**src/design/spi_bridge_defines.svh**
```systemverilog
`ifndef SPI_BRIDGE_DEFINES_SVH
`define SPI_BRIDGE_DEFINES_SVH

// SPI word and data path width.
`define WORD_W 16

// word RAM address width, 256 words.
`define RAM_AW 8

// clk_50MHz cycles per display digit step (1 kHz scan).
`define SCAN_DIV 50000

// answer to the identification opcode.
`define ID_WORD 16'h1234

`endif

```
**src/design/spi_bridge_pkg.sv**
```systemverilog
`default_nettype none

`include "spi_bridge_defines.svh"

package spi_bridge_pkg;

    typedef logic [`WORD_W-1:0] word_t;

    // high byte of a command word.
    typedef enum logic [7:0] {
        op_display = 8'h20,
        op_ident   = 8'h30,
        op_read    = 8'hC0,
        op_write   = 8'hC1
    } cmd_opcode_e;

    typedef enum logic [2:0] {
        st_idle,
        st_rd_addr,
        st_rd_wait,
        st_wr_addr,
        st_wr_data,
        st_disp_data
    } dec_state_e;

    typedef struct packed {
        logic  valid;
        word_t data;
    } rx_word_t;

    typedef struct packed {
        logic              en;
        logic              we;
        logic [`RAM_AW-1:0] addr;
        word_t             wdata;
    } ram_req_t;

    typedef logic [7:0] seg_t;     // a..g in bits 0..6, dp in bit 7, active low.
    typedef logic [3:0] dig_sel_t; // active low.

endpackage

`default_nettype wire

```
**src/design/spi_word_slave.sv**
```systemverilog
`timescale 1ns/1ns
`default_nettype none

`include "spi_bridge_defines.svh"

module spi_word_slave (
    input  logic                     clk_50MHz,
    input  logic                     reset,
    input  logic                     spi_sck_i,
    input  logic                     spi_cs_i,
    input  logic                     spi_mosi_i,
    output logic                     spi_miso_o,
    input  spi_bridge_pkg::word_t    resp_word_i,
    output spi_bridge_pkg::rx_word_t rx_o
);
    import spi_bridge_pkg::*;

    localparam int CNT_W = $clog2(`WORD_W);

    logic [2:0]       sck_q;
    logic [2:0]       cs_q;
    logic [1:0]       mosi_q;
    logic             sck_rise;
    logic             sck_fall;
    logic             cs_fall;
    logic             cs_active;
    logic [CNT_W-1:0] bit_cnt;
    logic             rx_valid;
    word_t            rx_shift;
    word_t            tx_shift;

    // two flops for metastability, the third one for edge detection.
    always_ff @(posedge clk_50MHz) begin
        if (reset) begin
            sck_q <= '0;
            cs_q  <= '1;
        end else begin
            sck_q <= {sck_q[1:0], spi_sck_i};
            cs_q  <= {cs_q[1:0], spi_cs_i};
        end
    end

    always_ff @(posedge clk_50MHz) begin
        mosi_q <= {mosi_q[0], spi_mosi_i}; // same depth as sck.
    end

    assign sck_rise  = sck_q[1] & ~sck_q[2];
    assign sck_fall  = ~sck_q[1] & sck_q[2];
    assign cs_fall   = ~cs_q[1] & cs_q[2];
    assign cs_active = ~cs_q[1];

    always_ff @(posedge clk_50MHz) begin
        if (reset) begin
            bit_cnt  <= '0;
            rx_valid <= 1'b0;
        end else begin
            rx_valid <= 1'b0;
            if (!cs_active) begin
                bit_cnt <= '0;
            end else if (sck_rise) begin
                bit_cnt <= bit_cnt + 1'b1;
                if (bit_cnt == CNT_W'(`WORD_W - 1))
                    rx_valid <= 1'b1; // last bit lands this cycle.
            end
        end
    end

    // msb first.
    always_ff @(posedge clk_50MHz) begin
        if (cs_active && sck_rise)
            rx_shift <= {rx_shift[`WORD_W-2:0], mosi_q[1]};
    end

    assign rx_o = '{valid: rx_valid, data: rx_shift};

    // response is taken at the start of the transfer.
    always_ff @(posedge clk_50MHz) begin
        if (reset) begin
            tx_shift <= '0;
        end else if (cs_fall) begin
            tx_shift <= resp_word_i;
        end else if (cs_active && sck_fall) begin
            tx_shift <= {tx_shift[`WORD_W-2:0], 1'b0};
        end
    end

    assign spi_miso_o = tx_shift[`WORD_W-1];

endmodule

`default_nettype wire

```
**src/design/cmd_decoder.sv**
```systemverilog
`timescale 1ns/1ns
`default_nettype none

`include "spi_bridge_defines.svh"

module cmd_decoder (
    input  logic                     clk_50MHz,
    input  logic                     reset,
    input  spi_bridge_pkg::rx_word_t rx_i,
    output spi_bridge_pkg::ram_req_t ram_req_o,
    input  spi_bridge_pkg::word_t    ram_rdata_i,
    output spi_bridge_pkg::word_t    resp_word_o,
    output spi_bridge_pkg::word_t    disp_value_o
);
    import spi_bridge_pkg::*;

    dec_state_e  state;
    cmd_opcode_e opcode;

    assign opcode = cmd_opcode_e'(rx_i.data[`WORD_W-1 -: 8]);

    always_ff @(posedge clk_50MHz) begin
        if (reset) begin
            state        <= st_idle;
            resp_word_o  <= '0;
            disp_value_o <= '0;
            ram_req_o.en <= 1'b0;
            ram_req_o.we <= 1'b0;
        end else begin
            ram_req_o.en <= 1'b0; // requests last a single cycle.
            ram_req_o.we <= 1'b0;

            case (state)
                st_idle: begin
                    if (rx_i.valid) begin
                        case (opcode)
                            op_read:    state <= st_rd_addr;
                            op_write:   state <= st_wr_addr;
                            op_display: state <= st_disp_data;
                            op_ident:   resp_word_o <= `ID_WORD;
                            default: begin
                                // unknown opcode, stay idle.
                            end
                        endcase
                    end
                end

                st_rd_addr: begin
                    if (rx_i.valid) begin
                        ram_req_o.en   <= 1'b1;
                        ram_req_o.addr <= rx_i.data[`RAM_AW-1:0];
                        state          <= st_rd_wait;
                    end
                end

                // first cycle carries the request, data is back in the second.
                st_rd_wait: begin
                    if (!ram_req_o.en) begin
                        resp_word_o <= ram_rdata_i;
                        state       <= st_idle;
                    end
                end

                st_wr_addr: begin
                    if (rx_i.valid) begin
                        ram_req_o.addr <= rx_i.data[`RAM_AW-1:0]; // held until the data word.
                        state          <= st_wr_data;
                    end
                end

                st_wr_data: begin
                    if (rx_i.valid) begin
                        ram_req_o.en    <= 1'b1;
                        ram_req_o.we    <= 1'b1;
                        ram_req_o.wdata <= rx_i.data;
                        state           <= st_idle;
                    end
                end

                st_disp_data: begin
                    if (rx_i.valid) begin
                        disp_value_o <= rx_i.data;
                        state        <= st_idle;
                    end
                end

                default: state <= st_idle;
            endcase
        end
    end

endmodule

`default_nettype wire

```
**src/design/word_ram.sv**
```systemverilog
`timescale 1ns/1ns
`default_nettype none

`include "spi_bridge_defines.svh"

module word_ram (
    input  logic                     clk_50MHz,
    input  spi_bridge_pkg::ram_req_t req_i,
    output spi_bridge_pkg::word_t    rdata_o
);
    import spi_bridge_pkg::*;

    localparam int DEPTH = 2 ** `RAM_AW;

    word_t mem [DEPTH];

    // single port, read data one cycle after the request.
    always_ff @(posedge clk_50MHz) begin
        if (req_i.en) begin
            if (req_i.we)
                mem[req_i.addr] <= req_i.wdata;
            else
                rdata_o <= mem[req_i.addr];
        end
    end

endmodule

`default_nettype wire

```
**src/design/tube_scanner.sv**
```systemverilog
`timescale 1ns/1ns
`default_nettype none

`include "spi_bridge_defines.svh"

module tube_scanner (
    input  logic                     clk_50MHz,
    input  logic                     reset,
    input  spi_bridge_pkg::word_t    value_i,
    output spi_bridge_pkg::seg_t     seg_o,
    output spi_bridge_pkg::dig_sel_t dig_o
);
    import spi_bridge_pkg::*;

    localparam int DIV_W = $clog2(`SCAN_DIV);

    logic [DIV_W-1:0] div_cnt;
    logic [1:0]       dig_idx;
    logic [3:0]       nibble;

    // hex digit to segments, gfedcba active high.
    function automatic logic [6:0] hex_to_seg(input logic [3:0] hex);
        case (hex)
            4'h0: return 7'h3F;
            4'h1: return 7'h06;
            4'h2: return 7'h5B;
            4'h3: return 7'h4F;
            4'h4: return 7'h66;
            4'h5: return 7'h6D;
            4'h6: return 7'h7D;
            4'h7: return 7'h07;
            4'h8: return 7'h7F;
            4'h9: return 7'h6F;
            4'hA: return 7'h77;
            4'hB: return 7'h7C;
            4'hC: return 7'h39;
            4'hD: return 7'h5E;
            4'hE: return 7'h79;
            default: return 7'h71;
        endcase
    endfunction

    always_ff @(posedge clk_50MHz) begin
        if (reset) begin
            div_cnt <= '0;
            dig_idx <= '0;
        end else if (div_cnt == DIV_W'(`SCAN_DIV - 1)) begin
            div_cnt <= '0;
            dig_idx <= dig_idx + 1'b1;
        end else begin
            div_cnt <= div_cnt + 1'b1;
        end
    end

    assign nibble = value_i[{dig_idx, 2'b00} +: 4]; // digit 0 is the low nibble.

    always_ff @(posedge clk_50MHz) begin
        if (reset) begin
            seg_o <= '1;
            dig_o <= '1; // all digits dark.
        end else begin
            seg_o <= {1'b1, ~hex_to_seg(nibble)}; // dp stays off.
            dig_o <= ~(dig_sel_t'(1) << dig_idx);
        end
    end

endmodule

`default_nettype wire

```
**src/design/spi_bridge_top.sv**
```systemverilog
`timescale 1ns/1ns
`default_nettype none

module spi_bridge_top (
    input  logic                     clk_50MHz,
    input  logic                     reset,
    input  logic                     spi_sck_i,
    input  logic                     spi_cs_i,
    input  logic                     spi_mosi_i,
    output logic                     spi_miso_o,
    output spi_bridge_pkg::seg_t     seg_o,
    output spi_bridge_pkg::dig_sel_t dig_o
);
    import spi_bridge_pkg::*;

    rx_word_t rx_word;
    word_t    resp_word;
    ram_req_t ram_req;
    word_t    ram_rdata;
    word_t    disp_value;

    spi_word_slave spi_word_slave_inst (
        .clk_50MHz   (clk_50MHz),
        .reset       (reset),
        .spi_sck_i   (spi_sck_i),
        .spi_cs_i    (spi_cs_i),
        .spi_mosi_i  (spi_mosi_i),
        .spi_miso_o  (spi_miso_o),
        .resp_word_i (resp_word),
        .rx_o        (rx_word)
    );

    cmd_decoder cmd_decoder_inst (
        .clk_50MHz    (clk_50MHz),
        .reset        (reset),
        .rx_i         (rx_word),
        .ram_req_o    (ram_req),
        .ram_rdata_i  (ram_rdata),
        .resp_word_o  (resp_word),
        .disp_value_o (disp_value)
    );

    word_ram word_ram_inst (
        .clk_50MHz (clk_50MHz),
        .req_i     (ram_req),
        .rdata_o   (ram_rdata)
    );

    tube_scanner tube_scanner_inst (
        .clk_50MHz (clk_50MHz),
        .reset     (reset),
        .value_i   (disp_value),
        .seg_o     (seg_o),
        .dig_o     (dig_o)
    );

endmodule

`default_nettype wire

```
**config.mk**
```make
export PLATFORM = sky130hd
export DESIGN_NAME = spi_bridge_top
export DESIGN_NICKNAME = d
export VERILOG_FILES = /design/src/design/spi_bridge_pkg.sv /design/src/design/spi_word_slave.sv /design/src/design/cmd_decoder.sv /design/src/design/word_ram.sv /design/src/design/tube_scanner.sv /design/src/design/spi_bridge_top.sv
export VERILOG_INCLUDE_DIRS = /design/src /design/src/design
export SDC_FILE = /design/constraint.sdc
export NUM_CORES = 2
export LEC_CHECK = 0
export BUFFER_PORTS_ARGS = -buffer_cell sky130_fd_sc_hd__buf_4
export CORE_ASPECT_RATIO = 0.5
export CORE_MARGIN = 2
export CORE_UTILIZATION = 40
export CTS_BUF_LIST = sky130_fd_sc_hd__clkbuf_8
export DETAILED_ROUTE_END_ITERATION = 12
export GPL_TIMING_DRIVEN = 1
export SYNTH_ARGS = -nofsm -noshare
export SYNTH_HDL_FRONTEND = slang
export SYNTH_HIERARCHICAL = 1
export SYNTH_MEMORY_MAX_BITS = 65536
export SYNTH_SLANG_ARGS = --single-unit
```
**constraint.sdc**
```tcl
create_clock -name clk_50MHz -period 4.3 [get_ports clk_50MHz]
set_clock_uncertainty 0.15 [all_clocks]
set_input_delay 0.43 -clock clk_50MHz [delete_from_list [all_inputs] [get_ports clk_50MHz]]
set_output_delay 0.43 -clock clk_50MHz [all_outputs]
set_load 0.05 [all_outputs]
```
**Yosys cells after proc, flatten, opt, wreduce, memory -nomap -nowiden**

Memory sizes are Yosys's and may differ from the RTL's. A register that Yosys moved wholly into a read port is not among the register bits.
Cells that the tools add are included.

- Bits in read-only memories: 112
- RAM bits: 4096
- Output and inout bits: 13
- Input bits: 5
- Register bits after elaboration: 136
- Memories kept: 2

- Shift operators: 2
- Add/sub/neg operators: 3
- Muxes and demuxes: 21
- Eq/ne operators: 18
- Bitwise operators: 12
- Reductions and logical operators: 17

Memory list:

| name | depth | bits a word | read ports | clocked after memory_dff | write ports | RTL line | text |
|---|---|---|---|---|---|---|---|
| word_ram_inst.mem | 256 | 16 | 1 | 1 | 1 | word_ram.sv:15 | `word_t mem [DEPTH];` |
| (no name shown) | 16 | 7 | 1 | 0 | 0 | tube_scanner.sv:23 | `case (hex)` |

Operator list:

| cell | count |
|---|---|
| 16-bit 2-to-1 mux | 5 |
| 16-bit one-hot mux with 2 select lines | 1 |
| 16-bit by 1-bit adder with 16-bit output, second input constant | 1 |
| 16-bit == test, second input constant | 1 |
| 8-bit by 6-bit == test with 1-bit output, second input constant | 2 |
| 8-bit == test, second input constant | 2 |
| 16-bit by 5-bit variable part select with 4-bit output | 1 |
| 3-bit 2-to-1 mux | 5 |
| 3-bit one-hot mux with 5 select lines | 1 |
| 2-bit != test, second input constant | 5 |
| 2-bit OR reduction | 5 |
| 3-bit one-hot mux with 3 select lines | 1 |
| 7-bit 2-to-1 mux | 1 |
| 1-bit inverter | 7 |
| 7-bit inverter | 1 |
| 3-bit by 2-bit == test with 1-bit output, second input constant | 2 |
| 3-bit == test, second input constant | 2 |
| 3-bit AND reduction | 2 |
| 6-bit AND reduction | 1 |
| 1-bit 2-to-1 mux | 5 |
| 4-bit by 1-bit adder with 4-bit output, second input constant | 1 |
| 4-bit == test, second input constant | 1 |
| 4-bit != test, second input constant | 1 |
| 4-bit inverter | 1 |
| 13 further kinds | 18 |

**Logic depth before layout (Yosys ltp)**

- Depth after elaboration: 5
- Depth in mapped cells: 8
- Depth with buffers taken out: 6

**Modules after synthesis**

The synthesis kept the hierarchy.

By module, submodules not included:

| module | instances | cells an instance | seq. area each (um^2) | area an instance (um^2) |
|---|---|---|---|---|
| word_ram | 1 | 6705 | 123478.4 | 155236.4 |
| cmd_decoder | 1 | 175 | 1461.4 | 2138.3 |
| spi_word_slave | 1 | 131 | 1061.0 | 1741.7 |
| tube_scanner | 1 | 152 | 580.6 | 1453.9 |

**Worst setup path after synthesis**

Ideal clock, no wire load.

- Kind: register to register
- Start point: register cmd_decoder_inst/ram_req_o[0] (netlist name)
- End point: memory word_ram_inst/mem[0][0] (netlist name), data pin
- Period minus slack after synthesis: 4.196 ns
- Path buffers: 0
- Slack: 0.104 ns
- Library setup time: 0.817 ns
- Cell stages (with the launch flop): 1
- Required time: 3.333 ns
- Arrival time: 3.228 ns
- Path through: edfxtp_1

RTL lines:

| item | RTL line | text |
|---|---|---|
| from (decl) | cmd_decoder.sv:10 | `output spi_bridge_pkg::ram_req_t ram_req_o,` |
| to (decl) | word_ram.sv:15 |  |

Straight into the memory's write port.

==> metrics.md <==
| Metric | Value |
|---|---|
| Top Layer Used | met5 |
| WS Path Type | reg -> reg |
| Final Cycle Share | 0.964 |
| Failing checks | DRC, slew limit |
| Drc violations | 6 |
| Async set-reset flop share out of synthesis | 0 |
| Core region area | approximately 400,000 um2 |
| Post-place setup slack | -0.0617 ns |
| DP Area | about 170,000 um2 |
| Number of global-route vias before repair | 79,700 |
| Hold Fails Final Rpt | 0 |
| WP data required | around 5.0 ns |
| Chip Height | 452 um |
| Share of cells above drive strength 1 | 0.297 |
| DR WL met3 | roughly 44,000 um |
| WHS | 0.177 ns |
| Largest family of logic cells by synthesized area | multiplexers |
| Most frequent cells in the layout | edfxtp_1, mux4_2, clkbuf_8 |
| Number of synthesized flops with an enable pin | around 4,200 |
| RSZ-0062 raised after global routing | no |
| Remaining Overflow, GRT | 0 |
| Synth Area in Adders | 0.000935 |
| Reg2reg setup slack | 0.15 ns |
| Cell count after synthesis | 7,163 |
| Post-synthesis sequential area ratio | 0.788 |
| #FFs+latches synth | 4,247 |
| Final setup fails | 0 |
| Startpoint Class | flop |
| Pwr/cell area | a little over 400 nW/um2 |
| Most common cell after layout, fill and taps aside | edfxtp_1 |
| Top fanout value on the critical path | 30 |
| Avg Cell Area, Syn | ~22 um2 |
| Critical path cell sequence | buf_12, buf_12, buf_4, mux4_2, a22oi_1, a21oi_1, o41ai_2, nand4_1 |
| Die footprint | roughly 410,000 um2 |
| Antenna-violating nets left | 0 |
| Postcts setup bufs | 0 |
| Hold path cells | 0 |
| Post-Synth Simple-Gate Area | 0.0131 |
| DR iter-0 viols | about 11,000 |
| Num CTS Buffers | just over 600 |
| Non-Filler Instances | between 10,000 and 15,000 |
| Largest net degree at the start of global routing | between 150 and 200 |
| Worst-Margin Slew | about 1.6 ns |
| Fin Setup TNS | 0 ns |
| Total power | 74.1 mW |
| Placed insts | around 13,000 |
| CP Data Arrival Time | between 4 and 5 ns |
| Max H-tree Level | 6 |
| MaxCap Viol Count | 0 |
| Area growth from synthesis to layout | 14.0% |
| Most used cell along the critical path | buf_12 |
| Metal-1 WL | 178,000 um |
| First drt pass iteration count | 11 |
| Initial antenna violation count | 24 |
| GP Congestion | approximately 0.81 |
| Die width | about 900 um |
| CP peak stage delay | 0.92 ns |
| Clock-pin slew on the worst setup and hold paths | approximately 0.060 ns |
| Post-Route Utilization | 0.458 |
| Crit. Startpoint | cmd_decoder_inst/ram_req_o[17] |
| Slew HR | -0.0451 |
| Hold/Removal Path Class | reg -> reg |
| Final setup margin | 0.155 ns |
| Hold path start | spi_word_slave_inst/mosi_q[0] |
| Leak pwr | 57.1 nW |
| Wire per inst | 30.9 um |
| Rows | between 150 and 200 |
| Worst skew pair latency | 1.10 ns |
| Minimum clock period | between 4 and 5 ns |
| Initial core utilization | 0.402 |
| R2R cell count | 8 |
| Post-route cell area | approximately 180,000 um2 |
| First-pass GRT wire length | roughly 600,000 um |
| Distinct cells, synth | 63 |
| Clock tree buffer depth | 4 |
| Status | finished with violations |
| Post-synthesis compound-gate area fraction | 0.0391 |
| Synth Flop Type | edfxtp_1 |
| DR vias/cell | around 5.8 |
| Worst VDD drop | between 0.2 and 0.3 mV |
| Post-Synth XOR/XNOR Area | 0.000927 |
| Total wire length | 425,000 um |
| DR WL met2 | 192,000 um |
| Port-buffer cells | 16 |
| Pins over their slew limit | 86 |
| Detailed placement HPWL | around 250,000 um |
| Total number of yosys warnings | 6 |
| Crit path capture type | flop |
| Fmax | between 200 and 250 MHz |
| DR vias | between 80,000 and 90,000 |
| Clk sink count | ~4,200 |
| Root buf cell | clkbuf_8 |
| Mux share of post-synthesis cell area | 0.146 |
| Reg-to-Reg Start | cmd_decoder_inst/ram_req_o[17] |
| Layout Nets | ~8,000 |
| Ports | 18 |
| TritonCTS clock tree | done |
| Critical path's slowest cell | o41ai_2 |
| GRT Util Overall | 0.204 |
| Post-synth design cell area | 161,000 um2 |
| Mapped Nets | about 7,200 |
[flip-flops by register name, summed over array words and instances (netlist names), 7 cells and up]
signal and cells:
cmd_decoder_inst/disp_value_o 16, cmd_decoder_inst/ram_req_o 26, cmd_decoder_inst/resp_word_o 16, spi_word_slave_inst/rx_shift 16
spi_word_slave_inst/tx_shift 16, tube_scanner_inst/div_cnt 16, tube_scanner_inst/seg_o 7, word_ram_inst/mem 4096
word_ram_inst/rdata_o 16
[worst max-delay path, delay by kind of cell (launching register included)]
kind	cells	cell delay (ns)
AOI/OAI and AO/OA	3	1.47
buffers and inverters	3	0.95
DFF	1	0.70
muxes	1	0.37
and+or+nand+nor	1	0.17
[power breakdown]
| part | leakage [nW] | internal, mW | total [mW] | switching, mW |
|---|---|---|---|---|
| Combinational | 12.7 | 0.0348 | 0.104 | 0.0694 |
| Clock | 6.35 | 14.0 | 29.3 | 15.2 |
| Sequential | 38.1 | 44.7 | 44.7 | 0.0145 |
[layer usage]
| layer | vias up | global-route usage |
|---|---|---|
| met3 | 575 | 0.0499 |
| met4 | 14 | 0.0486 |
| met2 | 3927 | 0.307 |
| met1 | 43300 | 0.303 |
| met5 | - | 0 |
| li1 | 32300 | - |
[cell usage after synthesis (all sizes together) (2+ instances only)]
cell type / instances / share of area
or2: 4 / 0.00016
a21oi: 280 / 0.0088
nand3b: 4 / 0.00019
a22o: 11 / 0.00061
mux2i: 20 / 0.0012
and2: 2 / 0.000078
ha: 12 / 0.00094
buf: 161 / 0.0053
nand4: 21 / 0.00082
inv: 10 / 0.00023
a22oi: 512 / 0.024
a31oi: 3 / 0.00012
nand2: 78 / 0.0018
a211oi: 15 / 0.0010
o221a: 5 / 0.00035
nor2: 290 / 0.0068
xnor2: 13 / 0.00071
nor3: 26 / 0.00084
nor4: 4 / 0.00016
nand3: 11 / 0.00034
and3: 4 / 0.00016
nor4bb: 2 / 0.00012
and3b: 2 / 0.00012
edfxtp: 4152 / 0.78
clkbuf: 277 / 0.0065
nor3b: 3 / 0.00021
xor2: 4 / 0.00022
nor4b: 3 / 0.00026
dfxtp: 95 / 0.012
a211o: 2 / 0.00011
nor2b: 13 / 0.00054
o41ai: 64 / 0.0035
clkinv: 2 / 0.000047
nand2b: 8 / 0.00041
o211ai: 2 / 0.000093
mux4: 1028 / 0.14
o31a: 2 / 0.00011
o21ai: 8 / 0.00025
[area by class of cell]
class,instances,area [um2]
clock buffers,645,8880
diodes,4,10.0
flip-flops and latches,4247,127000
repair buffers,644,6280
fillers,33000,217000
well taps,5312,6650
multi-input cells,2466,32700
inverters,12,45.0
clock inverters,425,1880
[path summary, 6_finish.rpt]
check / endpoint
setup / recovery: word_ram_inst/rdata_o[7]
hold / removal: spi_word_slave_inst/mosi_q[1]
setup reg to reg: word_ram_inst/rdata_o[7]
hold reg to reg: spi_word_slave_inst/mosi_q[1]
[cell families after synthesis]
group	after synthesis
muxes	1049
and+or+nand+nor	478
AOI/OAI and AO/OA	909
xor gates and xnor gates	17
adders and majority gates	12
DFF	4247
buffers and inverters	450
other	1
[repair_timing]
| action | CTS | global route |
|---|---|---|
| hold endpoints to repair | 47 | 0 |
| gates resized for setup | 2 | 3 |
| hold buffers | 8 | 0 |
| endpoints found under the setup margin | 2 | 3 |
Power figures use the tool's default switching activity.
